[src/rtl/lv_reg_pkg.sv]
// shared widths, address map and scan settings for the lv register subsystem
// the crc8 here must match the crc the spi master computes on writes
`default_nettype none

package lv_reg_pkg;

    // ============================================================
    // widths and address map
    // ============================================================
    localparam int REG_AW    = 7;
    localparam int REG_DW    = 16;
    localparam int REG_CRC_W = 8;
    localparam int REG_NUM   = 1 << REG_AW;

    // hv analog window, inclusive on both ends
    localparam logic [REG_AW-1:0] HV_ANA_START = 7'h40;
    localparam logic [REG_AW-1:0] HV_ANA_END   = 7'h6E;

    // common digital registers living on the hv die
    localparam int COM_WR_NUM = 7;
    localparam int COM_RD_NUM = 7;
    localparam logic [REG_AW-1:0] COM_WR_ADDR [COM_WR_NUM] =
        '{7'h01, 7'h02, 7'h03, 7'h08, 7'h09, 7'h0A, 7'h0B};
    localparam logic [REG_AW-1:0] COM_RD_ADDR [COM_RD_NUM] =
        '{7'h08, 7'h0A, 7'h0C, 7'h0D, 7'h14, 7'h15, 7'h1F};

    // ============================================================
    // watchdog scan
    // ============================================================
    localparam logic [REG_AW-1:0] SCAN_LAST = 7'h3F;
    localparam int SCAN_INTERVAL = 64;
    localparam int SCAN_CNT_W    = $clog2(SCAN_INTERVAL);

    typedef enum logic {
        ROUTE_LOCAL,
        ROUTE_OWT
    } acc_route_e;

    typedef enum logic [1:0] {
        SCAN_WAIT,
        SCAN_REQ,
        SCAN_CHECK
    } scan_state_e;

    // crc-8, poly 0x07, init 0, msb first
    function automatic logic [REG_CRC_W-1:0] crc8(input logic [REG_DW-1:0] data);
        logic [REG_CRC_W-1:0] crc;
        logic                 fb;
        crc = '0;
        for (int i = REG_DW - 1; i >= 0; i--) begin
            fb  = crc[REG_CRC_W-1] ^ data[i];
            crc = {crc[REG_CRC_W-2:0], 1'b0};
            if (fb) begin
                crc = crc ^ 8'h07;
            end
        end
        return crc;
    endfunction

    localparam logic [REG_CRC_W-1:0] RESET_CRC = crc8('0);

endpackage

`default_nettype wire

[src/rtl/wdg_reg_scan.sv]
// background crc scan of local registers 0 to SCAN_LAST, lowest priority
// a kick only restarts the idle count, an outstanding request stays up
`default_nettype none

module wdg_reg_scan (
    input  logic                             i_clk,
    input  logic                             i_rst_n,
    input  logic                             i_kick,
    input  logic                             i_scan_ack,
    input  logic [lv_reg_pkg::REG_DW-1:0]    i_scan_data,
    input  logic [lv_reg_pkg::REG_CRC_W-1:0] i_scan_crc,
    output logic                             o_scan_req,
    output logic [lv_reg_pkg::REG_AW-1:0]    o_scan_addr,
    output logic                             o_scan_err,
    output logic [lv_reg_pkg::REG_AW-1:0]    o_scan_err_addr
);
    import lv_reg_pkg::*;

    scan_state_e           state;
    logic [SCAN_CNT_W-1:0] cnt;
    logic                  crc_bad;

    assign crc_bad    = crc8(i_scan_data) != i_scan_crc;
    assign o_scan_req = (state == SCAN_REQ);

    // ============================================================
    // interval timer and address walk
    // ============================================================
    always_ff @(posedge i_clk or negedge i_rst_n) begin
        if (!i_rst_n) begin
            state       <= SCAN_WAIT;
            cnt         <= '0;
            o_scan_addr <= '0;
            o_scan_err  <= 1'b0;
        end else begin
            o_scan_err <= 1'b0;
            case (state)
                SCAN_WAIT: begin
                    if (i_kick) begin
                        cnt <= '0;
                    end else if (cnt == SCAN_CNT_W'(SCAN_INTERVAL - 1)) begin
                        cnt   <= '0;
                        state <= SCAN_REQ;
                    end else begin
                        cnt <= cnt + 1'b1;
                    end
                end
                SCAN_REQ: begin
                    // compare straight off the ack so the error lands next cycle
                    if (i_scan_ack) begin
                        o_scan_err <= crc_bad;
                        state      <= SCAN_CHECK;
                    end
                end
                SCAN_CHECK: begin
                    o_scan_addr <= (o_scan_addr == SCAN_LAST) ? '0 : o_scan_addr + 1'b1;
                    cnt         <= '0;
                    state       <= SCAN_WAIT;
                end
                default: begin
                    state <= SCAN_WAIT;
                end
            endcase
        end
    end

    // address of the failing entry, held until the next mismatch
    always_ff @(posedge i_clk) begin
        if (i_scan_ack && o_scan_req && crc_bad) begin
            o_scan_err_addr <= o_scan_addr;
        end
    end

endmodule

`default_nettype wire

[config.mk]
export PLATFORM = sky130hd
export DESIGN_NAME = wdg_reg_scan
export DESIGN_NICKNAME = d
export VERILOG_FILES = /design/src/rtl/lv_reg_pkg.sv /design/src/rtl/wdg_reg_scan.sv
export SDC_FILE = /design/constraint.sdc
export NUM_CORES = 1
export LEC_CHECK = 0
export BUFFER_PORTS_ARGS = -buffer_cell sky130_fd_sc_hd__buf_2
export CAP_MARGIN = 20
export CORE_UTILIZATION = 28
export CTS_BUF_LIST = sky130_fd_sc_hd__clkbuf_2
export DETAILED_ROUTE_END_ITERATION = 12
export SLEW_MARGIN = 20
export SYNTH_ARGS = -nofsm -noshare
export SYNTH_HDL_FRONTEND = slang
export SYNTH_SLANG_ARGS = --single-unit
[constraint.sdc]
create_clock -name i_clk -period 2.6 [get_ports i_clk]
set_clock_uncertainty 0.1 [all_clocks]
set_input_delay 0.65 -clock i_clk [delete_from_list [all_inputs] [get_ports i_clk]]
set_output_delay 0.65 -clock i_clk [all_outputs]
set_load 0.01 [all_outputs]
# [Word level (Yosys, flattened, before mapping)]
# Cells that the tools add are included.
[totals] output_inout_bits=16 regBits=23
[classes] n_eq_ne=8 n_addsub=2 mux=26 bitwise_logic=30 reduce_logical=5
[ops] op="3-bit 2-to-1 mux" n=16
[ops] op="3-bit NOT" n=15
[ops] op="6-bit 2-to-1 mux" n=2
[ops] op="6-bit case mux with 2 select lines" n=1
[ops] op="1-bit XOR" n=10
[ops] op="8-bit != test" n=1
[ops] op="7-bit by 1-bit adder with 7-bit output (second input constant)" n=1
[ops] op="7-bit by 6-bit equality test with 1-bit output (second input constant)" n=1
[ops] op="7-bit 2-to-1 mux" n=1
[ops] op="6-bit by 1-bit adder with 6-bit output (second input constant)" n=1
[ops] op="6-bit equality test (second input constant)" n=1
[ops] op="2-bit 2-to-1 mux" n=3
[ops] op="2-bit != test (second input constant)" n=3
[ops] op="1-bit XOR (first input constant)" n=5
[ops] op="2-bit case mux with 2 select lines" n=1
[ops] op="3-bit AND reduction" n=1
[ops] op="2-bit by 1-bit equality test with 1-bit output (second input constant)" n=1
[ops] op="2-bit equality test (second input constant)" n=1
[ops] op="1-bit logical AND" n=2
[ops] op="2-bit logical NOT" n=1
[ops] op="1-bit 2-to-1 mux" n=2
[ops] op="2-bit nonzero test" n=1

# [Depth between registers and ports, before layout]
[logic_depth] ltp_word=34 mapped_depth=7 ltp_nobuf=7

# [Worst setup path before layout]
# No wires, ideal clock.
[synth_path] kind="input port to flip-flop" start="input port i_scan_data[15] (netlist name)" end="register o_scan_err_addr[0] (netlist name) (enable)" required_time_ns=2.125 slack_ns=-0.103 path_stages=6 path_buffers=0 arrival_time_ns=2.228 path_cell_list="xnor2_1 > xnor3_2 > xnor2_2 > nor3_1 > a31o_1 > a31oi_1"
[synth_via] elab_chain_len=13 word_cells_on_any_way=30 cone_classes="eq/ne: 1; mux: 12; bitwise: 16; reduce/logical: 1"
[synth_lines] element="start: declaration" line="wdg_reg_scan.sv:10" text="input logic [lv_reg_pkg::REG_DW-1:0] i_scan_data,"
[synth_lines] element="3-bit 2-to-1 mux (*)" line="lv_reg_pkg.sv:53" text="if (fb) begin"
[synth_lines] element="3-bit NOT (no line) or 1-bit XOR (tied branches)"
[synth_lines] element="3-bit 2-to-1 mux" line="lv_reg_pkg.sv:53"
[synth_lines] element="1-bit XOR or 3-bit NOT (tied branches)"
[synth_lines] element="3-bit 2-to-1 mux" line="lv_reg_pkg.sv:53"
[synth_lines] element="3-bit NOT (no line) or 1-bit XOR (tied branches)"
[synth_lines] element="3-bit 2-to-1 mux" line="lv_reg_pkg.sv:53"
[synth_lines] element="3-bit NOT (no line) or 1-bit XOR (tied branches)"
[synth_lines] element="3-bit 2-to-1 mux" line="lv_reg_pkg.sv:53"
[synth_lines] element="1-bit XOR or 3-bit NOT (tied branches)"
[synth_lines] element="3-bit 2-to-1 mux" line="lv_reg_pkg.sv:53"
[synth_lines] element="8-bit != test (*)" line="wdg_reg_scan.sv:23" text="assign crc_bad = crc8(i_scan_data) != i_scan_crc;"
[synth_lines] element="1-bit logical AND (*)" line="wdg_reg_scan.sv:69" text="if (i_scan_ack && o_scan_req && crc_bad) begin"
[synth_lines] element="end signal: assignment" line="wdg_reg_scan.sv:70" text="o_scan_err_addr <= o_scan_addr;"
[synth_lines] element="end: declaration" line="wdg_reg_scan.sv:15" text="output logic [lv_reg_pkg::REG_AW-1:0] o_scan_err_addr"
# Mark *: on every way between the ends. The rest lies on a longest branch, timed or not.
# A chain may end at the register's enable or synchronous reset.

# [Worst setup path in the final report]
[layout_path] start="input port i_scan_data[14] (netlist name)" end="register o_scan_err_addr[5] (netlist name) (enable)"
[layout_via] elab_chain_len=14 word_cells_on_any_way=28 cone_classes="eq/ne: 1; mux: 11; bitwise: 15; reduce/logical: 1"
[layout_lines] element="1-bit XOR (*)" line="lv_reg_pkg.sv:51" text="fb = crc[REG_CRC_W-1] ^ data[i];"
[layout_lines] element="3-bit 2-to-1 mux (*)" line="lv_reg_pkg.sv:53"
[layout_lines] element="3-bit NOT (no line)"
[layout_lines] element="3-bit 2-to-1 mux" line="lv_reg_pkg.sv:53"
[layout_lines] element="3-bit NOT (no line)"
[layout_lines] element="3-bit 2-to-1 mux" line="lv_reg_pkg.sv:53"
[layout_lines] element="1-bit XOR" line="lv_reg_pkg.sv:51"
[layout_lines] element="3-bit 2-to-1 mux" line="lv_reg_pkg.sv:53"
[layout_lines] element="3-bit NOT (no line)"
[layout_lines] element="3-bit 2-to-1 mux" line="lv_reg_pkg.sv:53"
[layout_lines] element="3-bit NOT (no line)"
[layout_lines] element="3-bit 2-to-1 mux" line="lv_reg_pkg.sv:53"
[layout_lines] element="8-bit != test (*)" line="wdg_reg_scan.sv:23"
[layout_lines] element="1-bit logical AND (*)" line="wdg_reg_scan.sv:69"
# Marked as above.

==> metrics.md <==
| Metric | Value |
|---|---|
| GPL Wtd Cong | `around 0.74` |
| Worst path top cell family by delay | `XOR/XNOR gates` |
| Max cap viols | `0` |
| Tcrit/Tclk final | `~90%` |
| # DRC | `0` |
| Power Density | `438 nW/um^2` |
| Slowest stage cell, crit path | `or3_1` |
| Most frequent CP cell | `buf_4` |
| DR WL/cell | `10.7 um` |
| Finished Cell Area | `1750 um^2` |
| Clk root buf | `clkbuf_2` |
| Final HPWL DP | `2.03 mm` |
| DRT iter0 DRCs | `27` |
| Synth Instances | `roughly 120` |
| Gr usage total | `10.7%` |
| Sink Count | `23` |
| Primary FF master, synth | `dfrtp_1` |
| Die Wd | `71.9 um` |
| Core box area | `4720 um^2` |
| Post-DRT Antenna Nets | `0` |
| Die Footprint | `5170 um^2` |
| Pre-CTS setup slack | `-0.0596 ns` |
| FF-to-FF Start | `state[0]$_DFFE_PN0P_` |
| Hold_buf cts | `0` |
| FF-to-FF setup slack | `0.91 ns` |
| Post-route minimum period | `2.27 ns` |
| R2R depth | `5` |
| Worst path max stage delay | `~0.34 ns` |
| First-pass DRT Iterations | `4` |
| Clock buffer depth | `2` |
| Critical path arrival | `2.29 ns` |
| IO Count | `44` |
| DIE HEIGHT | `71.9 um` |
| Worst Path Max Fanout | `7` |
| CTS tree | `built` |
| Number of global-route vias before repair | `around 940` |
| Worst path depth | `9` |
| # fillers | `around 470` |
| Slew HR | `75.4%` |
| # setup viols final | `0` |
| Yosys warns | `0` |
| Final Hold Viols | `0` |
| Setup TNS | `0 ns` |
| Cts bufs inserted | `3` |
| First-pass GRT wire length | `4.23 mm` |
| Lkg Pwr | `between 0.8 and 0.9 nW` |
| Post-CTS Resized | `0` |
| Post-synthesis area per instance | `11.7 um^2` |
| Share of cells above drive strength 1 | `38.6%` |
| Max VDD drop | `170 uV` |
| Slew Limit Fails | `0` |
| Worst Setup SP | `i_scan_data[14]` |
| Hold slack final | `0.0974 ns` |
| Ant diodes | `0` |
| Synth cell types | `30` |
| Sequential share of the synthesized area | `roughly 45%` |
| Worst-Margin Slew | `0.370 ns` |
| Number of synthesized flops with an enable pin | `7` |
| Starting density of the core | `29.0%` |
| Crit path cell chain | `buf_2, buf_4, xnor2_2, xor2_1, xnor2_1, or3_1, a21oi_2, a31oi_2, buf_4` |
| Fmax | `0.440 GHz` |
| Data required, critical path | `2.62 ns` |
| Gr ovfl total | `0` |
| Rows | `25` |
| Clk Latency, worst-skew pair | `0.32 ns` |
| Outcome | `finished, final reports clean` |
| CP endpoint | `o_scan_err_addr[5]$_DFFE_PP_` |
| Fin util | `roughly 37%` |
| Final WS setup | `0.327 ns` |
| Post-DP Area | `approximately 1700 um^2` |
| # Post-CTS Setup Buffers | `0` |
| Most frequent cells in the layout | `buf_2, xnor2_1, dfrtp_1` |
| Initial antenna violation count | `0` |
| CP endpoint kind | `flip-flop` |
| Synth Cell Area | `about 1400 um^2` |
| Post-synth net total | `147` |
| RR Endpoint | `o_scan_addr[5]$_DFFE_PN0P_` |
| Most common cell after layout, fill and taps aside | `buf_2` |
| Buffers on Ports | `43` |
| Crit start category | `input pin` |
| Htree depth | `1` |
| Asr flop ratio synth | `between 60% and 70%` |
| Worst Path Buf+Inv | `3` |
| Via count | `1026` |
| Hold WC Path Type | `in -> async` |
| CP Class | `in -> reg` |
| Drt via density | `4.31` |
| Routed WL | `roughly 2.5 mm` |
| Pin count of the biggest net entering global routing | `17` |
| Synthesis-stage register bit count | `23` |
| Area delta synth->final | `27.9%` |
| Fin nets | `202` |
| RSZ-0062 raised after global routing | `no` |
| Clock Pin Slew Worst Setup and Hold Paths | `0.20 ns` |
## cells in the mapped netlist, drive strengths merged, types with 3 or more instances
| cell | number | share of area, % |
|---|---|---|
| nand4 | 3 | 1.4 |
| nor2 | 3 | 0.82 |
| xnor3 | 4 | 6.7 |
| a31oi | 5 | 2.3 |
| nand2 | 10 | 2.7 |
| and3 | 3 | 1.4 |
| nand3 | 3 | 1.1 |
| edfxtp | 7 | 15 |
| o21ai | 10 | 3.7 |
| xnor2 | 20 | 14 |
| xor2 | 8 | 6.2 |
| nor3 | 4 | 1.5 |
| inv | 3 | 0.82 |
| dfrtp | 16 | 29 |
## through the flow
| stage | total power, mW | std cells |
|---|---|---|
| 3_5_place_dp | 0.636 | 234 |
| 3_3_place_gp | 0.634 | 234 |
| 5_1_grt | 0.817 | 238 |
| 4_1_cts | 0.773 | 238 |
| 6_report | 0.767 | 238 |
| 2_1_floorplan | 0.559 | 117 |
## power breakdown
| group | leakage [nW] | switching, mW | internal [mW] |
|---|---|---|---|
| clock | 0.0164 | 0.103 | 0.0349 |
| sequential | 0.293 | 0.00787 | 0.379 |
| combinational | 0.528 | 0.108 | 0.134 |
| total | 0.837 | 0.219 | 0.548 |
## worst min-delay path by stage
| stage | startpoint | endpoint | slack [ns] | depth (start not counted) |
|---|---|---|---|---|
| after global placement | o_scan_addr[6]$_DFFE_PN0P_ | o_scan_err_addr[6]$_DFFE_PP_ | 0.37 | 0 |
| after detailed placement | o_scan_addr[6]$_DFFE_PN0P_ | o_scan_err_addr[6]$_DFFE_PP_ | 0.36 | 0 |
| final | i_rst_n | state[0]$_DFFE_PN0P_ | 0.1 | 1 |
| after floorplan | i_rst_n | cnt[0]$_DFFE_PN0P_ | 0.25 | 0 |
| after CTS | i_rst_n | cnt[4]$_DFFE_PN0P_ | 0.1 | 1 |
| after global routing | i_rst_n | o_scan_addr[5]$_DFFE_PN0P_ | 0.07 | 1 |
## per-layer routing
metal,up-vias,global-route usage (%),wire length [um]
met3,4,1.69,140
met4,0,4.58,40
met5,-,0,0
li1,525,-,-
met1,454,13.0,1110
met2,43,18.9,1250
## cell type report
| class | instances | area, um^2 | share of cell area (%) |
|---|---|---|---|
| Clock buffer | 3 | 15.0 | 0.858 |
| Clock inverter | 1 | 5.00 | 0.286 |
| Inverter | 3 | 11.3 | 0.644 |
| Multi-Input combinational cell | 90 | 748 | 42.8 |
| Sequential cell | 23 | 611 | 34.9 |
| Tap cell | 67 | 83.8 | 4.79 |
| Timing Repair Buffer | 51 | 275 | 15.7 |
## cell families after synthesis
kind of cell    after synthesis  share of synthesized area [%]
xor+xnor                     33                           29.4
buf+inv                       4                           1.10
fa+ha+maj                     2                           1.83
simple gates                 30                           10.7
mux                           2                           1.65
compound gates               23                           10.7
flops                        23                           44.6
## state kept, by name (all words and copies together) (netlist names)
name,cells
o_scan_addr,7
o_scan_err,1
state,2
cnt,6
o_scan_err_addr,7
No activity file was read; power rests on OpenSTA's default activity.
