--- config.mk ---
export PLATFORM = sky130hd
export DESIGN_NAME = reg_access_ctrl_flat
export DESIGN_NICKNAME = d
export VERILOG_FILES = /design/src/rtl/lv_reg_pkg.sv /design/src/rtl/lv_reg_ifs.sv /design/src/rtl/reg_access_ctrl.sv /design/src/flat_wrapper.sv
export SDC_FILE = /design/constraint.sdc
export NUM_CORES = 1
export LEC_CHECK = 0
export BUFFER_PORTS_ARGS = -buffer_cell sky130_fd_sc_hd__clkbuf_2
export CORE_ASPECT_RATIO = 1.1
export CORE_MARGIN = 5
export CORE_UTILIZATION = 25
export CTS_CLUSTER_DIAMETER = 100
export DETAILED_ROUTE_END_ITERATION = 16
export PLACE_DENSITY = 0.61
export SLEW_MARGIN = 20
export SYNTH_ARGS = -nofsm -noshare
export SYNTH_HDL_FRONTEND = slang
export SYNTH_SLANG_ARGS = --single-unit
--- constraint.sdc ---
create_clock -name i_clk -period 2.8 [get_ports i_clk]
set_clock_uncertainty 0.1 [all_clocks]
set_input_delay 0.28 -clock i_clk [delete_from_list [all_inputs] [get_ports i_clk]]
set_output_delay 0.28 -clock i_clk [all_outputs]
set_load 0.05 [all_outputs]
--- src/rtl/lv_reg_pkg.sv ---
// shared widths, address map and scan settings for the lv register subsystem
// the crc8 here must match the crc the spi master computes on writes
`default_nettype none

package lv_reg_pkg;

    // ============================================================
    // widths and address map
    // ============================================================
    localparam int REG_AW    = 7;
    localparam int REG_DW    = 16;
    localparam int REG_CRC_W = 8;
    localparam int REG_NUM   = 1 << REG_AW;

    // hv analog window, inclusive on both ends
    localparam logic [REG_AW-1:0] HV_ANA_START = 7'h40;
    localparam logic [REG_AW-1:0] HV_ANA_END   = 7'h6E;

    // common digital registers living on the hv die
    localparam int COM_WR_NUM = 7;
    localparam int COM_RD_NUM = 7;
    localparam logic [REG_AW-1:0] COM_WR_ADDR [COM_WR_NUM] =
        '{7'h01, 7'h02, 7'h03, 7'h08, 7'h09, 7'h0A, 7'h0B};
    localparam logic [REG_AW-1:0] COM_RD_ADDR [COM_RD_NUM] =
        '{7'h08, 7'h0A, 7'h0C, 7'h0D, 7'h14, 7'h15, 7'h1F};

    // ============================================================
    // watchdog scan
    // ============================================================
    localparam logic [REG_AW-1:0] SCAN_LAST = 7'h3F;
    localparam int SCAN_INTERVAL = 64;
    localparam int SCAN_CNT_W    = $clog2(SCAN_INTERVAL);

    typedef enum logic {
        ROUTE_LOCAL,
        ROUTE_OWT
    } acc_route_e;

    typedef enum logic [1:0] {
        SCAN_WAIT,
        SCAN_REQ,
        SCAN_CHECK
    } scan_state_e;

    // crc-8, poly 0x07, init 0, msb first
    function automatic logic [REG_CRC_W-1:0] crc8(input logic [REG_DW-1:0] data);
        logic [REG_CRC_W-1:0] crc;
        logic                 fb;
        crc = '0;
        for (int i = REG_DW - 1; i >= 0; i--) begin
            fb  = crc[REG_CRC_W-1] ^ data[i];
            crc = {crc[REG_CRC_W-2:0], 1'b0};
            if (fb) begin
                crc = crc ^ 8'h07;
            end
        end
        return crc;
    endfunction

    localparam logic [REG_CRC_W-1:0] RESET_CRC = crc8('0);

endpackage

`default_nettype wire

--- src/rtl/lv_reg_ifs.sv ---
// bundles between the access controller and its datapath blocks
// reg_bus_if enables are single-cycle pulses; owt_cmd_if starts likewise
`default_nettype none

interface reg_bus_if;
    import lv_reg_pkg::*;

    logic                 ren;
    logic                 wen;
    logic [REG_AW-1:0]    addr;
    logic [REG_DW-1:0]    wdata;
    logic [REG_CRC_W-1:0] wcrc;
    logic                 wack;
    logic                 rack;
    logic [REG_DW-1:0]    rdata;
    logic [REG_CRC_W-1:0] rcrc;

    modport master (output ren, wen, addr, wdata, wcrc, input wack, rack, rdata, rcrc);
    modport slave  (input ren, wen, addr, wdata, wcrc, output wack, rack, rdata, rcrc);
endinterface

interface owt_cmd_if;
    import lv_reg_pkg::*;

    logic              start_wr;
    logic              start_rd;
    logic [REG_AW-1:0] addr;
    logic [REG_DW-1:0] data;
    logic              done_wr;
    logic              done_rd;
    logic [REG_DW-1:0] rdata;

    // done arrives a link-dependent number of cycles after start
    modport ctrl (output start_wr, start_rd, addr, data, input done_wr, done_rd, rdata);
    modport port (input start_wr, start_rd, addr, data, output done_wr, done_rd, rdata);
endinterface

`default_nettype wire

--- src/rtl/reg_access_ctrl.sv ---
// spi requests are levels; only the rising edge launches an access
// local accesses answer 2 cycles after the rise, owt ones when the link acks
`default_nettype none

module reg_access_ctrl (
    input  logic                             i_clk,
    input  logic                             i_rst_n,
    input  logic                             i_spi_wr_req,
    input  logic                             i_spi_rd_req,
    input  logic [lv_reg_pkg::REG_AW-1:0]    i_spi_addr,
    input  logic [lv_reg_pkg::REG_DW-1:0]    i_spi_wdata,
    input  logic [lv_reg_pkg::REG_CRC_W-1:0] i_spi_wcrc,
    output logic                             o_spi_wack,
    output logic                             o_spi_rack,
    output logic [lv_reg_pkg::REG_DW-1:0]    o_spi_rdata,
    input  logic                             i_scan_req,
    input  logic [lv_reg_pkg::REG_AW-1:0]    i_scan_addr,
    output logic                             o_scan_ack,
    output logic [lv_reg_pkg::REG_DW-1:0]    o_scan_data,
    output logic [lv_reg_pkg::REG_CRC_W-1:0] o_scan_crc,
    output logic                             o_kick,
    reg_bus_if.master                        bus,
    owt_cmd_if.ctrl                          owt
);
    import lv_reg_pkg::*;

    logic       spi_wr_q;
    logic       spi_rd_q;
    logic       wr_go;
    logic       rd_go;
    logic       wr_list_hit;
    logic       rd_list_hit;
    logic       ana_hit;
    logic       wr_owt;
    logic       rd_owt;
    logic       scan_grant;
    logic [1:0] grant_q;
    acc_route_e route_q;

    // ============================================================
    // address decode
    // ============================================================
    always_comb begin
        wr_list_hit = 1'b0;
        for (int i = 0; i < COM_WR_NUM; i++) begin
            if (i_spi_addr == COM_WR_ADDR[i]) begin
                wr_list_hit = 1'b1;
            end
        end
    end

    always_comb begin
        rd_list_hit = 1'b0;
        for (int i = 0; i < COM_RD_NUM; i++) begin
            if (i_spi_addr == COM_RD_ADDR[i]) begin
                rd_list_hit = 1'b1;
            end
        end
    end

    assign ana_hit = (i_spi_addr >= HV_ANA_START) && (i_spi_addr <= HV_ANA_END);
    assign wr_owt  = wr_list_hit | ana_hit;
    assign rd_owt  = rd_list_hit | ana_hit;

    // write wins if both rise together
    assign wr_go = i_spi_wr_req & ~spi_wr_q;
    assign rd_go = i_spi_rd_req & ~spi_rd_q & ~wr_go;

    // scanner only when spi is quiet and no grant in the last two cycles
    assign scan_grant = i_scan_req & ~(i_spi_wr_req | i_spi_rd_req) & ~(|grant_q);

    // owt starts are combinational so the port raises its level at edge 1
    assign owt.start_wr = wr_go & wr_owt;
    assign owt.start_rd = rd_go & rd_owt;
    assign owt.addr     = i_spi_addr;
    assign owt.data     = i_spi_wdata;

    // ============================================================
    // launch and grant pipeline
    // ============================================================
    always_ff @(posedge i_clk or negedge i_rst_n) begin
        if (!i_rst_n) begin
            spi_wr_q <= 1'b0;
            spi_rd_q <= 1'b0;
            grant_q  <= '0;
            bus.ren  <= 1'b0;
            bus.wen  <= 1'b0;
            o_kick   <= 1'b0;
            route_q  <= ROUTE_LOCAL;
        end else begin
            spi_wr_q <= i_spi_wr_req;
            spi_rd_q <= i_spi_rd_req;
            grant_q  <= {grant_q[0], scan_grant};
            bus.ren  <= (rd_go & ~rd_owt) | scan_grant;
            bus.wen  <= wr_go & ~wr_owt;
            o_kick   <= owt.start_wr | owt.start_rd;
            if (wr_go | rd_go) begin
                route_q <= (wr_go ? wr_owt : rd_owt) ? ROUTE_OWT : ROUTE_LOCAL;
            end
        end
    end

    always_ff @(posedge i_clk) begin
        if (wr_go | rd_go) begin
            bus.addr <= i_spi_addr;
        end else if (scan_grant) begin
            bus.addr <= i_scan_addr;
        end
        if (wr_go) begin
            bus.wdata <= i_spi_wdata;
            bus.wcrc  <= i_spi_wcrc;
        end
    end

    // rack two cycles after a grant belongs to the scanner
    assign o_scan_ack  = bus.rack & grant_q[1];
    assign o_scan_data = bus.rdata;
    assign o_scan_crc  = bus.rcrc;

    assign o_spi_wack  = (route_q == ROUTE_OWT) ? owt.done_wr : bus.wack;
    assign o_spi_rack  = (route_q == ROUTE_OWT) ? owt.done_rd : (bus.rack & ~grant_q[1]);
    assign o_spi_rdata = (route_q == ROUTE_OWT) ? owt.rdata : bus.rdata;

endmodule

`default_nettype wire

--- src/flat_wrapper.sv ---
// flat-port wrapper written by rule: the top's interface ports become plain ports
module reg_access_ctrl_flat import lv_reg_pkg::*;
  (i_clk, i_rst_n, i_spi_wr_req, i_spi_rd_req, i_spi_addr, i_spi_wdata, i_spi_wcrc, o_spi_wack, o_spi_rack, o_spi_rdata, i_scan_req, i_scan_addr, o_scan_ack, o_scan_data, o_scan_crc, o_kick, bus_ren, bus_wen, bus_addr, bus_wdata, bus_wcrc, bus_wack, bus_rack, bus_rdata, bus_rcrc, owt_start_wr, owt_start_rd, owt_addr, owt_data, owt_done_wr, owt_done_rd, owt_rdata);
  reg_bus_if bus_i ();
  owt_cmd_if owt_i ();
  input  logic i_clk;
  input  logic i_rst_n;
  input  logic i_spi_wr_req;
  input  logic i_spi_rd_req;
  input  logic [lv_reg_pkg::REG_AW-1:0] i_spi_addr;
  input  logic [lv_reg_pkg::REG_DW-1:0] i_spi_wdata;
  input  logic [lv_reg_pkg::REG_CRC_W-1:0] i_spi_wcrc;
  output logic o_spi_wack;
  output logic o_spi_rack;
  output logic [lv_reg_pkg::REG_DW-1:0] o_spi_rdata;
  input  logic i_scan_req;
  input  logic [lv_reg_pkg::REG_AW-1:0] i_scan_addr;
  output logic o_scan_ack;
  output logic [lv_reg_pkg::REG_DW-1:0] o_scan_data;
  output logic [lv_reg_pkg::REG_CRC_W-1:0] o_scan_crc;
  output logic o_kick;
  output wire logic [$bits(bus_i.ren)-1:0] bus_ren;
  output wire logic [$bits(bus_i.wen)-1:0] bus_wen;
  output wire logic [$bits(bus_i.addr)-1:0] bus_addr;
  output wire logic [$bits(bus_i.wdata)-1:0] bus_wdata;
  output wire logic [$bits(bus_i.wcrc)-1:0] bus_wcrc;
  input wire logic [$bits(bus_i.wack)-1:0] bus_wack;
  input wire logic [$bits(bus_i.rack)-1:0] bus_rack;
  input wire logic [$bits(bus_i.rdata)-1:0] bus_rdata;
  input wire logic [$bits(bus_i.rcrc)-1:0] bus_rcrc;
  output wire logic [$bits(owt_i.start_wr)-1:0] owt_start_wr;
  output wire logic [$bits(owt_i.start_rd)-1:0] owt_start_rd;
  output wire logic [$bits(owt_i.addr)-1:0] owt_addr;
  output wire logic [$bits(owt_i.data)-1:0] owt_data;
  input wire logic [$bits(owt_i.done_wr)-1:0] owt_done_wr;
  input wire logic [$bits(owt_i.done_rd)-1:0] owt_done_rd;
  input wire logic [$bits(owt_i.rdata)-1:0] owt_rdata;
  assign bus_ren = bus_i.ren;
  assign bus_wen = bus_i.wen;
  assign bus_addr = bus_i.addr;
  assign bus_wdata = bus_i.wdata;
  assign bus_wcrc = bus_i.wcrc;
  assign bus_i.wack = bus_wack;
  assign bus_i.rack = bus_rack;
  assign bus_i.rdata = bus_rdata;
  assign bus_i.rcrc = bus_rcrc;
  assign owt_start_wr = owt_i.start_wr;
  assign owt_start_rd = owt_i.start_rd;
  assign owt_addr = owt_i.addr;
  assign owt_data = owt_i.data;
  assign owt_i.done_wr = owt_done_wr;
  assign owt_i.done_rd = owt_done_rd;
  assign owt_i.rdata = owt_rdata;
  reg_access_ctrl u_core (.i_clk(i_clk), .i_rst_n(i_rst_n), .i_spi_wr_req(i_spi_wr_req), .i_spi_rd_req(i_spi_rd_req), .i_spi_addr(i_spi_addr), .i_spi_wdata(i_spi_wdata), .i_spi_wcrc(i_spi_wcrc), .o_spi_wack(o_spi_wack), .o_spi_rack(o_spi_rack), .o_spi_rdata(o_spi_rdata), .i_scan_req(i_scan_req), .i_scan_addr(i_scan_addr), .o_scan_ack(o_scan_ack), .o_scan_data(o_scan_data), .o_scan_crc(o_scan_crc), .o_kick(o_kick), .bus(bus_i), .owt(owt_i));
endmodule
# Word-level counts from Yosys, hierarchy flattened
# Cells that the tools add are included.
[word_totals] ff_bits=39 output_inout_bits=102 word_cells=73 input_bits=87
[classes] n_eq_ne=12 n_reduce_logical=3 order_cmp=2 mux=21 bitwise_logic=25
[op_table] cell="7-bit by 4-bit equality test with 1-bit output, second input constant" count=6
[op_table] cell="7-bit by 5-bit equality test with 1-bit output, second input constant" count=3
[op_table] cell="1-bit 2-to-1 mux" count=18
[op_table] cell="16-bit 2-to-1 mux" count=1
[op_table] cell="7-bit by 2-bit equality test with 1-bit output, second input constant" count=2
[op_table] cell="7-bit 2-to-1 mux" count=2
[op_table] cell="1-bit bitwise AND" count=11
[op_table] cell="1-bit inverter" count=8
[op_table] cell="7-bit by 1-bit equality test with 1-bit output, second input constant" count=1
[op_table] cell="7-bit >= comparator, second input constant" count=1
[op_table] cell="7-bit less-or-equal comparator, second input constant" count=1
[op_table] cell="1-bit OR" count=6
[op_table] cell="2-bit nonzero test" count=1
[op_table] cell="2-bit OR reduction" count=1
[op_table] cell="1-bit logical AND" count=1

# Logic depth before layout (Yosys ltp)
# Gate-level depths: netlist (run 1).
[logic_depth] word_depth=12 mapped_depth=6 ltp_nobuf=5

# Worst setup path before layout (run 1)
# No wires, ideal clock.
[synth_timing] path_kind="reg-to-reg" startpoint="reg u_core.spi_wr_q" endpoint="reg u_core.bus.addr[1] (data pin)" stages_incl_launch_ff=6 path_buffers=1 setup_time_ns=0.260 slack_ns=0.829 synth_period_minus_slack_ns=1.971 required_time_ns=2.440 arrival_ns=1.611 cell_sequence="dfrtp_1 nand2b_4 inv_1 nor2_1 buf_2 mux2_2"
[synth_via] elab_chain_cells=6
[synth_rtl] element="from (decl)" line="reg_access_ctrl.sv:27" text="logic spi_wr_q;"
[synth_rtl] element="from (signal assigned)" line="reg_access_ctrl.sv:91" text="spi_wr_q <= i_spi_wr_req;"
[synth_rtl] element="1-bit inverter (*)" line="reg_access_ctrl.sv:66" text="assign wr_go = i_spi_wr_req & ~spi_wr_q;"
[synth_rtl] element="1-bit bitwise AND (*)" line="reg_access_ctrl.sv:66"
[synth_rtl] element="named net u_core.wr_go" line="reg_access_ctrl.sv:29" text="logic wr_go;"
[synth_rtl] element="1-bit inverter" line="reg_access_ctrl.sv:67" text="assign rd_go = i_spi_rd_req & ~spi_rd_q & ~wr_go;"
[synth_rtl] element="1-bit bitwise AND" line="reg_access_ctrl.sv:67"
[synth_rtl] element="1-bit OR (*)" line="reg_access_ctrl.sv:104" text="if (wr_go | rd_go) begin"
[synth_rtl] element="7-bit 2-to-1 mux (*)" line="reg_access_ctrl.sv:104"
[synth_rtl] element="to (signal assigned)" line="reg_access_ctrl.sv:105" text="bus.addr <= i_spi_addr;"
[synth_rtl] element="to (signal assigned)" line="reg_access_ctrl.sv:107" text="bus.addr <= i_scan_addr;"
[synth_rtl] element="to (decl)" line="lv_reg_ifs.sv:18" text="modport master (output ren, wen, addr, wdata, wcrc, input wack, rack, rdata, rcrc);"
# Mark *: on every way through the listed nets, which the timed path passes. The rest lies on a longest branch.
# A chain may end at the register's enable or synchronous reset.

# Worst setup path in the final report (run 1)
[layout_timing] startpoint="reg u_core.route_q" endpoint="out o_spi_rdata[15] (netlist name)"
[layout_via] elab_chain_cells=1
[layout_rtl] element="from (decl)" line="reg_access_ctrl.sv:38" text="acc_route_e route_q;"
[layout_rtl] element="from (signal assigned)" line="reg_access_ctrl.sv:98" text="route_q <= (wr_go ? wr_owt : rd_owt) ? ROUTE_OWT : ROUTE_LOCAL;"
[layout_rtl] element="16-bit 2-to-1 mux" line="reg_access_ctrl.sv:122" text="assign o_spi_rdata = (route_q == ROUTE_OWT) ? owt.rdata : bus.rdata;"
[layout_rtl] element="to (decl)" line="flat_wrapper.sv:15" text="output logic [lv_reg_pkg::REG_DW-1:0] o_spi_rdata;"
# Every way passes these cells.

==> results.json, run 1 <==
{
  "startpoint": "u_core.route_q",
  "min_to": "u_core.spi_rd_q",
  "clock_latency_ns": 0.28,
  "drc": 0,
  "finalSetupViolations": 0,
  "clockBufferDepth": 2,
  "start_util_pct": 25.4,
  "clock_sinks": 39,
  "final_hold_viol_count": 0,
  "ios": 189,
  "relSlewSlack_pct": 49.6,
  "p_leak_nw": 1.39,
  "fmax_mhz": 465,
  "synthMuxAreaShare_pct": 12.5,
  "worstMarginPinSlew_ns": 0.756,
  "postRouteAntennaNets": 0,
  "dp_hpwl_mm": 4.74,
  "synthXorXnorAreaFrac_pct": 0,
  "cts_resized": 0,
  "grt_pass1_vias": 1333,
  "synth_top_area_cell": "edfxtp_1",
  "track_usage_pct": 9.53,
  "synth.area.top_cells": "edfxtp_1 (47%), buf_4 (18%), mux2_2 (12%), dfrtp_1 (10%), inv_1 (1.1%)",
  "power_density_nw_per_um2": 601,
  "worstHoldStart": "i_spi_rd_req",
  "pre_cts_ws_ns": 0.907,
  "wl_per_cell_um": 13.8,
  "viasPerCell": 3.98,
  "layout_common_cells": "clkbuf_2 (172), edfxtp_1 (31), mux2_2 (22)",
  "r2r_start": "u_core.spi_wr_q",
  "finalMaxSlewViolations": 0,
  "routabilityCongestion": 0.781,
  "cp-end-kind": "output pin",
  "ff2ff_setup_slack_ns": 0.98,
  "hold_depth": 1,
  "routed_wl_mm": 5.35,
  "path_clk_slew_ns": 0.07,
  "setup_slack_ns": 0.648,
  "numCtsBuffers": 5,
  "finalCritPeriodShare_pct": 76.9,
  "arrival_ns": 1.77,
  "antenna_found_initial": 0,
  "synth.cell_area_um2": 1990,
  "die_w_um": 95.0,
  "rsz0062_at_grt": "false",
  "required_ns": 2.42,
  "root_buffer": "clkbuf_8",
  "coreArea_um2": 7830,
  "synth_compound_area_share_pct": 4.91,
  "dp_cells": 380,
  "grt_pass1_wl_mm": 6.98,
  "synth_top_family_by_area": "buffers and inverters",
  "timing.rr.end": "u_core.bus.addr[1]",
  "path_class": "reg2out",
  "layout.nets": 367,
  "critPathLaunchType": "flip-flop",
  "status": "complete, no violations",
  "die_y_um": 103,
  "worst-r2r-cell-count": 4,
  "ys_warn_count": 0,
  "htreeDepth": 2,
  "grt_max_degree": 27,
  "hp-class": "in2reg",
  "n_antenna_cell": 0,
  "rows": 34,
  "syn_inst": 149,
  "port_buffers": 172,
  "final.min_clock_period_ns": 2.15,
  "layout_commonest_cell": "clkbuf_2",
  "grt_overflow": 0,
  "synthSimpleGateAreaFrac_pct": 6.11,
  "async_reset_ff_share_pct": 20.5,
  "synth_top_flop_cell": "edfxtp_1",
  "dieArea_um2": 9830,
  "synthAdderAreaFrac_pct": 0,
  "area_growth_pct": 37.1,
  "fin_cells": 389,
  "power_w": 0.00164,
  "maxCapViolCount": 0,
  "drive_gt1_share_pct": 73.7,
  "worst-path-max-fanout": 20,
  "cts_tree": "done",
  "route.vias.total": 1547,
  "ir_drop_mv": 0.176,
  "firstDrtPassIters": 3,
  "ys_types": 29,
  "nFillCells": 833,
  "synth.avg_cell_area_um2": 13.3,
  "ys_seq_area_share_pct": 57.0,
  "synth_nets": 236,
  "synth_top_area_share_pct": 46.9,
  "synth_edf_count": 31,
  "synth-seq-cells": 39,
  "drt_iter0_drc": 20,
  "finalSetupTns_ns": 0
}
## final cells by class
type	count	area, um^2	area share [%]
repair buffers	174	878	32.3
clock inverters	3	20.0	0.735
clock buffers	5	68.8	2.53
inverters	6	22.5	0.827
well taps	108	135	4.96
multi-input cells	54	467	17.1
flip-flops and latches	39	1130	41.5
## cells by family (layout without fill, tap and decap cells)
kind of cell / after synthesis / in the layout
and+or+nand+nor: 19 / 19
DFF: 39 / 39
buffers and inverters: 56 / 188
muxes: 22 / 22
AOI/OAI and AO/OA: 13 / 13
## per-layer routing
| metal | vias up | wire length [um] | track usage [%] | share of wire (%) |
|---|---|---|---|---|
| met4 | 0 | 78 | 4.11 | 1.5 |
| met1 | 716 | 2140 | 11.8 | 40 |
| met2 | 70 | 2740 | 15.8 | 51 |
| li1 | 752 | - | - | - |
| met3 | 9 | 396 | 2.39 | 7.4 |
| met5 | - | 0 | 0 | 0 |
## cells in the mapped netlist, drive strengths merged, types with 2 or more instances
| library cell | n |
|---|---|
| o21ai | 4 |
| buf | 48 |
| nand2b | 2 |
| or4 | 2 |
| nor2 | 3 |
| clkbuf | 2 |
| nand2 | 3 |
| a21oi | 2 |
| nor2b | 2 |
| inv | 6 |
| edfxtp | 31 |
| nand3 | 2 |
| mux2 | 22 |
| dfrtp | 8 |
## where the power goes
part	internal, W	leakage (nW)	switching (W)
clock	0.000173	0.0418	0.000189
combinational	0.000154	0.950	0.000433
sequential	0.000664	0.395	0.0000237
total	0.000992	1.39	0.000646
## state kept, by name, indices dropped and copies added, names as in the netlist
signal and count:
u_core.bus.ren 1, u_core.bus.wcrc 8, u_core.o_kick 1, u_core.bus.wen 1, u_core.spi_rd_q 1, u_core.bus.addr 7
u_core.spi_wr_q 1, u_core.route_q 1, u_core.bus.wdata 16, u_core.grant_q 2
## repair_timing
action	CTS	global route
buffers inserted	0	0
endpoints found under the hold margin	8	0
hold buffers	1	0
setup endpoints to repair	0	0
## critical path: stages (launching register included)
cell      delay [ns]
dfrtp_1         0.83
mux2_2          0.41
clkbuf_2        0.24
## worst max path at each step
| stage | endpoint | slack [ns] |
|---|---|---|
| 2_1_floorplan | u_core.bus.addr[1] | 0.83 |
| 3_3_place_gp | owt_start_rd | 0.94 |
| 3_5_place_dp | u_core.bus.addr[2] | 0.91 |
| 4_1_cts | o_spi_rdata[0] | 0.62 |
| 5_1_grt | o_spi_rdata[10] | 0.53 |
| 6_report | o_spi_rdata[15] | 0.65 |
## per-stage QoR
| step | hold WS (ns) | util (%) | cell area [um^2] |
|---|---|---|---|
| detailed placement | 0.0357 | 33.5 | 2620 |
| CTS | 0.0167 | 34.8 | 2720 |
| floorplan | -0.116 | - | 1990 |
| finish | 0.0236 | 34.8 | 2720 |
| global placement | 0.0324 | 33.5 | 2620 |
| global route | 0.00691 | 34.8 | 2720 |
(Power assumes the default switching activity.)
==> run 2: changes to the inputs <==
==> constraint.sdc (replaced) <==
create_clock -name i_clk -period 2.26 [get_ports i_clk]
set_clock_uncertainty 0.1 [all_clocks]
set_input_delay 0.226 -clock i_clk [delete_from_list [all_inputs] [get_ports i_clk]]
set_output_delay 0.226 -clock i_clk [all_outputs]
set_load 0.05 [all_outputs]
==> run 2 against run 1 <==
  * Via count is 2.3% higher
  * Sequential cell count did not move
  * First-iteration DRC count rose by 5.0%
  * Global-route usage grew 0.69 points
  * Clock power rose by 56%
  * Critical path depth is the same
  * Non-clock buffer count up 7
  * Worst setup slack worse by 0.51 ns
  * Critical path type unchanged
  * Highest routed layer unchanged
==> results.json, run 2 (synthesis results as in run 1) <==
{
  "dp_hpwl_mm": 4.81,
  "regMostFlops": "u_core.bus.wdata",
  "rsz0062_at_grt": "false",
  "path_clk_slew_ns": 0.07,
  "routed_wl_mm": 5.51,
  "dieArea_um2": 9830,
  "drive_gt1_share_pct": 72.6,
  "die_w_um": 95.0,
  "largest_register_ffs": 16,
  "finalSetupTns_ns": 0,
  "cts_tree": "done",
  "finalSetupViolations": 0,
  "final.min_clock_period_ns": 2.12,
  "antenna_found_initial": 0,
  "fmax_mhz": 472,
  "die_y_um": 103,
  "clock_latency_ns": 0.28,
  "ir_drop_mv": 0.296,
  "cp-end-kind": "output pin",
  "grt_pass1_vias": 1441,
  "ios": 189,
  "final_hold_viol_count": 0,
  "layout.nets": 374,
  "power_w": 0.00216,
  "p_leak_nw": 1.43,
  "worstMarginPinSlew_ns": 0.767,
  "track_usage_pct": 10.2,
  "start_util_pct": 25.4,
  "nFillCells": 819,
  "rows": 34,
  "drt_iter0_drc": 21,
  "power_density_nw_per_um2": 767,
  "hp-class": "in2reg",
  "area_growth_pct": 41.7,
  "maxCapViolCount": 0,
  "clockBufferDepth": 2,
  "viasPerCell": 4.00,
  "grt_pass1_wl_mm": 7.55,
  "path_class": "reg2out",
  "crit_chain": "mux2_2 > clkbuf_2",
  "required_ns": 1.93,
  "cp_top_family": "flip-flops",
  "htreeDepth": 2,
  "numCtsBuffers": 5,
  "n_antenna_cell": 0,
  "routabilityCongestion": 0.784,
  "critPathLaunchType": "flip-flop",
  "worst-path-max-fanout": 20,
  "status": "complete, no violations",
  "cts_resized": 0,
  "crit_path_top_delay_cell": "dfrtp_1",
  "coreArea_um2": 7830,
  "firstDrtPassIters": 4,
  "layout_commonest_cell": "clkbuf_2",
  "drc": 0,
  "fin_cells": 396,
  "dp_cells": 381,
  "clock_sinks": 39,
  "worst-path-buf-inv": 1,
  "postRouteAntennaNets": 0,
  "relSlewSlack_pct": 48.9,
  "layout_common_cells": "clkbuf_2 (172), edfxtp_1 (31), mux2_2 (22)",
  "grt_overflow": 0,
  "finalCritPeriodShare_pct": 93.8,
  "top_regs": "u_core.bus.wdata: 16 flops, u_core.bus.wcrc: 8 flops, u_core.bus.addr: 7 flops",
  "worst_path_largest_cell_delay_ns": 0.84,
  "grt_max_degree": 27,
  "root_buffer": "clkbuf_8",
  "wl_per_cell_um": 13.9,
  "port_buffers": 172,
  "route.vias.total": 1583,
  "arrival_ns": 1.79,
  "finalMaxSlewViolations": 0
}
==> run 2: cell count changes in the layout (fill, tap and decap cells not counted) <==
| cell | delta |
|---|---|
| dlygate4sd3_1 | +6 |
| buf_4 | +1 |
| bufinv_16 | +1 |
| clkinv_1 | -1 |
| clkinv_2 | +1 |
| clkinvlp_4 | -1 |
==> run 2: worst reg2reg max path, stage by stage, from the launching register on <==
cell,delay (ns)
dfrtp_1,0.39
or4_1,0.55
nand2_1,0.29
==> run 2: layout make-up <==
cell class              instances  area [um^2]  area share, %
clock inverters                 3         43.8           1.56
repair buffers                181          946           33.6
multi-input cells              54          467           16.6
inverters                       6         22.5          0.800
flip-flops and latches         39         1130           40.2
well taps                     108          135           4.80
clock buffers                   5         68.8           2.45
==> run 2: final timing paths <==
| path | start | end | slack, ns | cells after the start |
|---|---|---|---|---|
| min | i_spi_wcrc[5] | u_core.bus.wcrc[5] | 0.02 | 1 |
| max | u_core.route_q | o_spi_wack | 0.14 | 2 |
| max reg2reg | u_core.grant_q[1] | u_core.bus.addr[5] | 0.60 | 2 |
| max in group asynchronous | i_rst_n | u_core.bus.wen | 1.68 | 2 |
| min reg2reg | u_core.grant_q[0] | u_core.grant_q[1] | 0.27 | 0 |
| min in group asynchronous | i_rst_n | u_core.spi_wr_q | 0.21 | 2 |
==> run 2: where the power goes <==
group	internal, W	leakage [nW]	total, W	switching [W]
combinational	0.000199	0.980	0.000741	0.000541
clock	0.000328	0.0581	0.000564	0.000236
sequential	0.000823	0.395	0.000852	0.0000294
==> run 2: what timing repair did <==
item | 4_1_cts | 5_1_grt
buffers inserted | 0 | 0
endpoints found under the hold margin | 12 | 2
hold buffers | 5 | 2
==> run 2: routing by layer <==
layer  GRT usage, %  part of all wire [%]
met2           17.7                    53
met4           4.77                   2.2
met3           2.89                   8.8
met5              0                     0
met1           11.6                    36
==> run 2: metrics by stage <==
step	instance area [um^2]	worst slack, ns	hold slack [ns]	utilization [%]
2_1_floorplan	1990	0.289	-0.170	-
5_1_grt	2810	0.0397	0.000417	35.9
4_1_cts	2790	0.100	0.00719	35.7
3_3_place_gp	2630	0.447	-0.0185	33.6
3_5_place_dp	2630	0.432	-0.0173	33.6
6_report	2810	0.141	0.0193	35.9
==> run 3: changes to the inputs <==
==> constraint.sdc (replaced) <==
create_clock -name i_clk -period 2.5 [get_ports i_clk]
set_clock_uncertainty 0.1 [all_clocks]
set_input_delay 0.25 -clock i_clk [delete_from_list [all_inputs] [get_ports i_clk]]
set_output_delay 0.25 -clock i_clk [all_outputs]
set_load 0.05 [all_outputs]
==> run 3 against run 2 <==
  * Register-to-register slack gained 0.20 ns
  * Wire length fell by 2.4%
  * Worst hold slack improved by 0.016 ns
  * Worst setup slack better by 0.22 ns
  * Via count down 1.3%
  * Sequential cell count stayed put
  * Non-clock buffer count decreased by 5
  * Core utilization shrank 0.70 points
  * Sequential share of layout area increased by 0.80 points
  * Count of clock-buffer cells in the layout is the same
  * Design area decreased by 2.0%
  * Critical path depth unchanged
==> results.json, run 3 (synthesis results as in run 1) <==
{
  "p_switching_w": 0.000718,
  "regMostFlops": "u_core.bus.wdata",
  "firstDrtPassIters": 4,
  "ff2ff_setup_slack_ns": 0.80,
  "cts_tree": "done",
  "power_density_nw_per_um2": 699,
  "clock_sinks": 39,
  "intPower_w": 0.00121,
  "die_w_um": 95.0,
  "layout.nets": 369,
  "top_regs": "u_core.bus.wdata: 16 flops, u_core.bus.wcrc: 8 flops, u_core.bus.addr: 7 flops",
  "root_buffer": "clkbuf_8",
  "ios": 189,
  "arrival_ns": 1.79,
  "path_class": "reg2out",
  "finalMaxSlewViolations": 0,
  "hp-class": "in2reg",
  "postRouteAntennaNets": 0,
  "relSlewSlack_pct": 48.5,
  "wl_per_cell_um": 13.8,
  "routed_wl_mm": 5.38,
  "fmax_mhz": 466,
  "min_to": "u_core.spi_wr_q",
  "timing.rr.end": "u_core.bus.addr[6]",
  "layout_commonest_cell": "clkbuf_2",
  "maxCapViolCount": 0,
  "rows": 34,
  "clock_latency_ns": 0.28,
  "antenna_found_initial": 0,
  "drc": 0,
  "port_buffers": 172,
  "die_y_um": 103,
  "largest_register_ffs": 16,
  "track_usage_pct": 9.58,
  "cts_resized": 0,
  "p_leak_nw": 1.41,
  "nFillCells": 831,
  "dp_hpwl_mm": 4.73,
  "final.min_clock_period_ns": 2.14,
  "numCtsBuffers": 5,
  "design_area_um2": 2760,
  "routabilityCongestion": 0.725,
  "place_area_um2": 2630,
  "htreeDepth": 2,
  "final_hold_viol_count": 0,
  "layout_common_cells": "clkbuf_2 (172), edfxtp_1 (31), mux2_2 (22)",
  "worst-r2r-cell-count": 2,
  "p_comb_share_pct": 34.3,
  "seq_power_share_pct": 40.0,
  "finalSetupTns_ns": 0,
  "status": "complete, no violations",
  "area_growth_pct": 38.9,
  "dieArea_um2": 9830,
  "p_sw_share_pct": 37.2,
  "r2r_start": "u_core.grant_q[1]",
  "ir_drop_mv": 0.202,
  "start_util_pct": 25.4,
  "drive_gt1_share_pct": 73.5,
  "path_clk_slew_ns": 0.07,
  "hold_depth": 1,
  "critPathLaunchType": "flip-flop",
  "worst-path-max-fanout": 20,
  "finalSetupViolations": 0,
  "grt_overflow": 0,
  "drt_iter0_drc": 17,
  "grt_pass1_wl_mm": 7.10,
  "grt_pass1_vias": 1394,
  "worstMarginPinSlew_ns": 0.772,
  "coreArea_um2": 7830,
  "cp-end-kind": "output pin",
  "required_ns": 2.15,
  "worstHoldStart": "i_spi_wr_req",
  "grt_max_degree": 27,
  "viasPerCell": 3.99,
  "n_antenna_cell": 0,
  "power_frac_clock_pct": 25.8,
  "finalCritPeriodShare_pct": 85.7,
  "route.vias.total": 1562,
  "rsz0062_at_grt": "false",
  "clockBufferDepth": 2
}
==> run 3: power groups by stage <==
stage                     Clock (W)  Combinational (W)  Sequential (W)
after floorplan                   0           0.000464        0.000876
after global placement            0           0.000663        0.000785
after detailed placement          0           0.000666        0.000787
after CTS                  0.000515           0.000670        0.000772
after global routing       0.000549           0.000694        0.000776
final                      0.000497           0.000661        0.000771
==> run 3: what timing repair did <==
action                    4_1_cts  5_1_grt
hold buffers                    2        0
setup buffers                   0        0
hold endpoints to repair        9        0
==> run 3: critical path, stage by stage, from the launching register on <==
cell and delay (ns):
dfrtp_1 0.84, mux2_2 0.42, clkbuf_2 0.24
==> run 3: how the worst max path moves through the flow <==
stage / startpoint / end / slack [ns] / cells after the start
final: u_core.route_q / o_spi_rdata[0] / 0.36 / 2
after global routing: u_core.route_q / o_spi_wack / 0.25 / 2
after CTS: u_core.route_q / o_spi_rdata[0] / 0.33 / 2
after detailed placement: u_core.route_q / o_spi_rdata[0] / 0.65 / 2
after global placement: u_core.route_q / o_spi_wack / 0.67 / 2
after floorplan: u_core.spi_wr_q / u_core.bus.addr[1] / 0.53 / 5
==> run 3: layout make-up <==
| type | count | area, um^2 | share of cell area (%) |
|---|---|---|---|
| Multi-Input combinational cell | 54 | 467 | 16.9 |
| Sequential cell | 39 | 1130 | 41.0 |
| Inverter | 6 | 22.5 | 0.816 |
| Clock inverter | 3 | 38.8 | 1.41 |
| Tap cell | 108 | 135 | 4.90 |
| Timing Repair Buffer | 176 | 896 | 32.5 |
| Clock buffer | 5 | 68.8 | 2.49 |
==> run 3: routing by layer <==
layer / global-route usage [%] / share of wire, %
met2: 16.9 / 53
met5: 0 / 0
met1: 10.8 / 37
met3: 2.82 / 9.4
met4: 4.00 / 0.73
==> run 3: through the flow <==
stage          hold WS, ns  cells  setup slack, ns  power, W  utilization (%)
2_1_floorplan       -0.146    149            0.529   0.00134                -
3_3_place_gp       0.00540    381            0.669   0.00145             33.6
3_5_place_dp       0.00639    381            0.651   0.00145             33.6
4_1_cts             0.0299    391            0.333   0.00196             35.2
5_1_grt             0.0170    391            0.254   0.00202             35.2
6_report            0.0357    391            0.356   0.00193             35.2
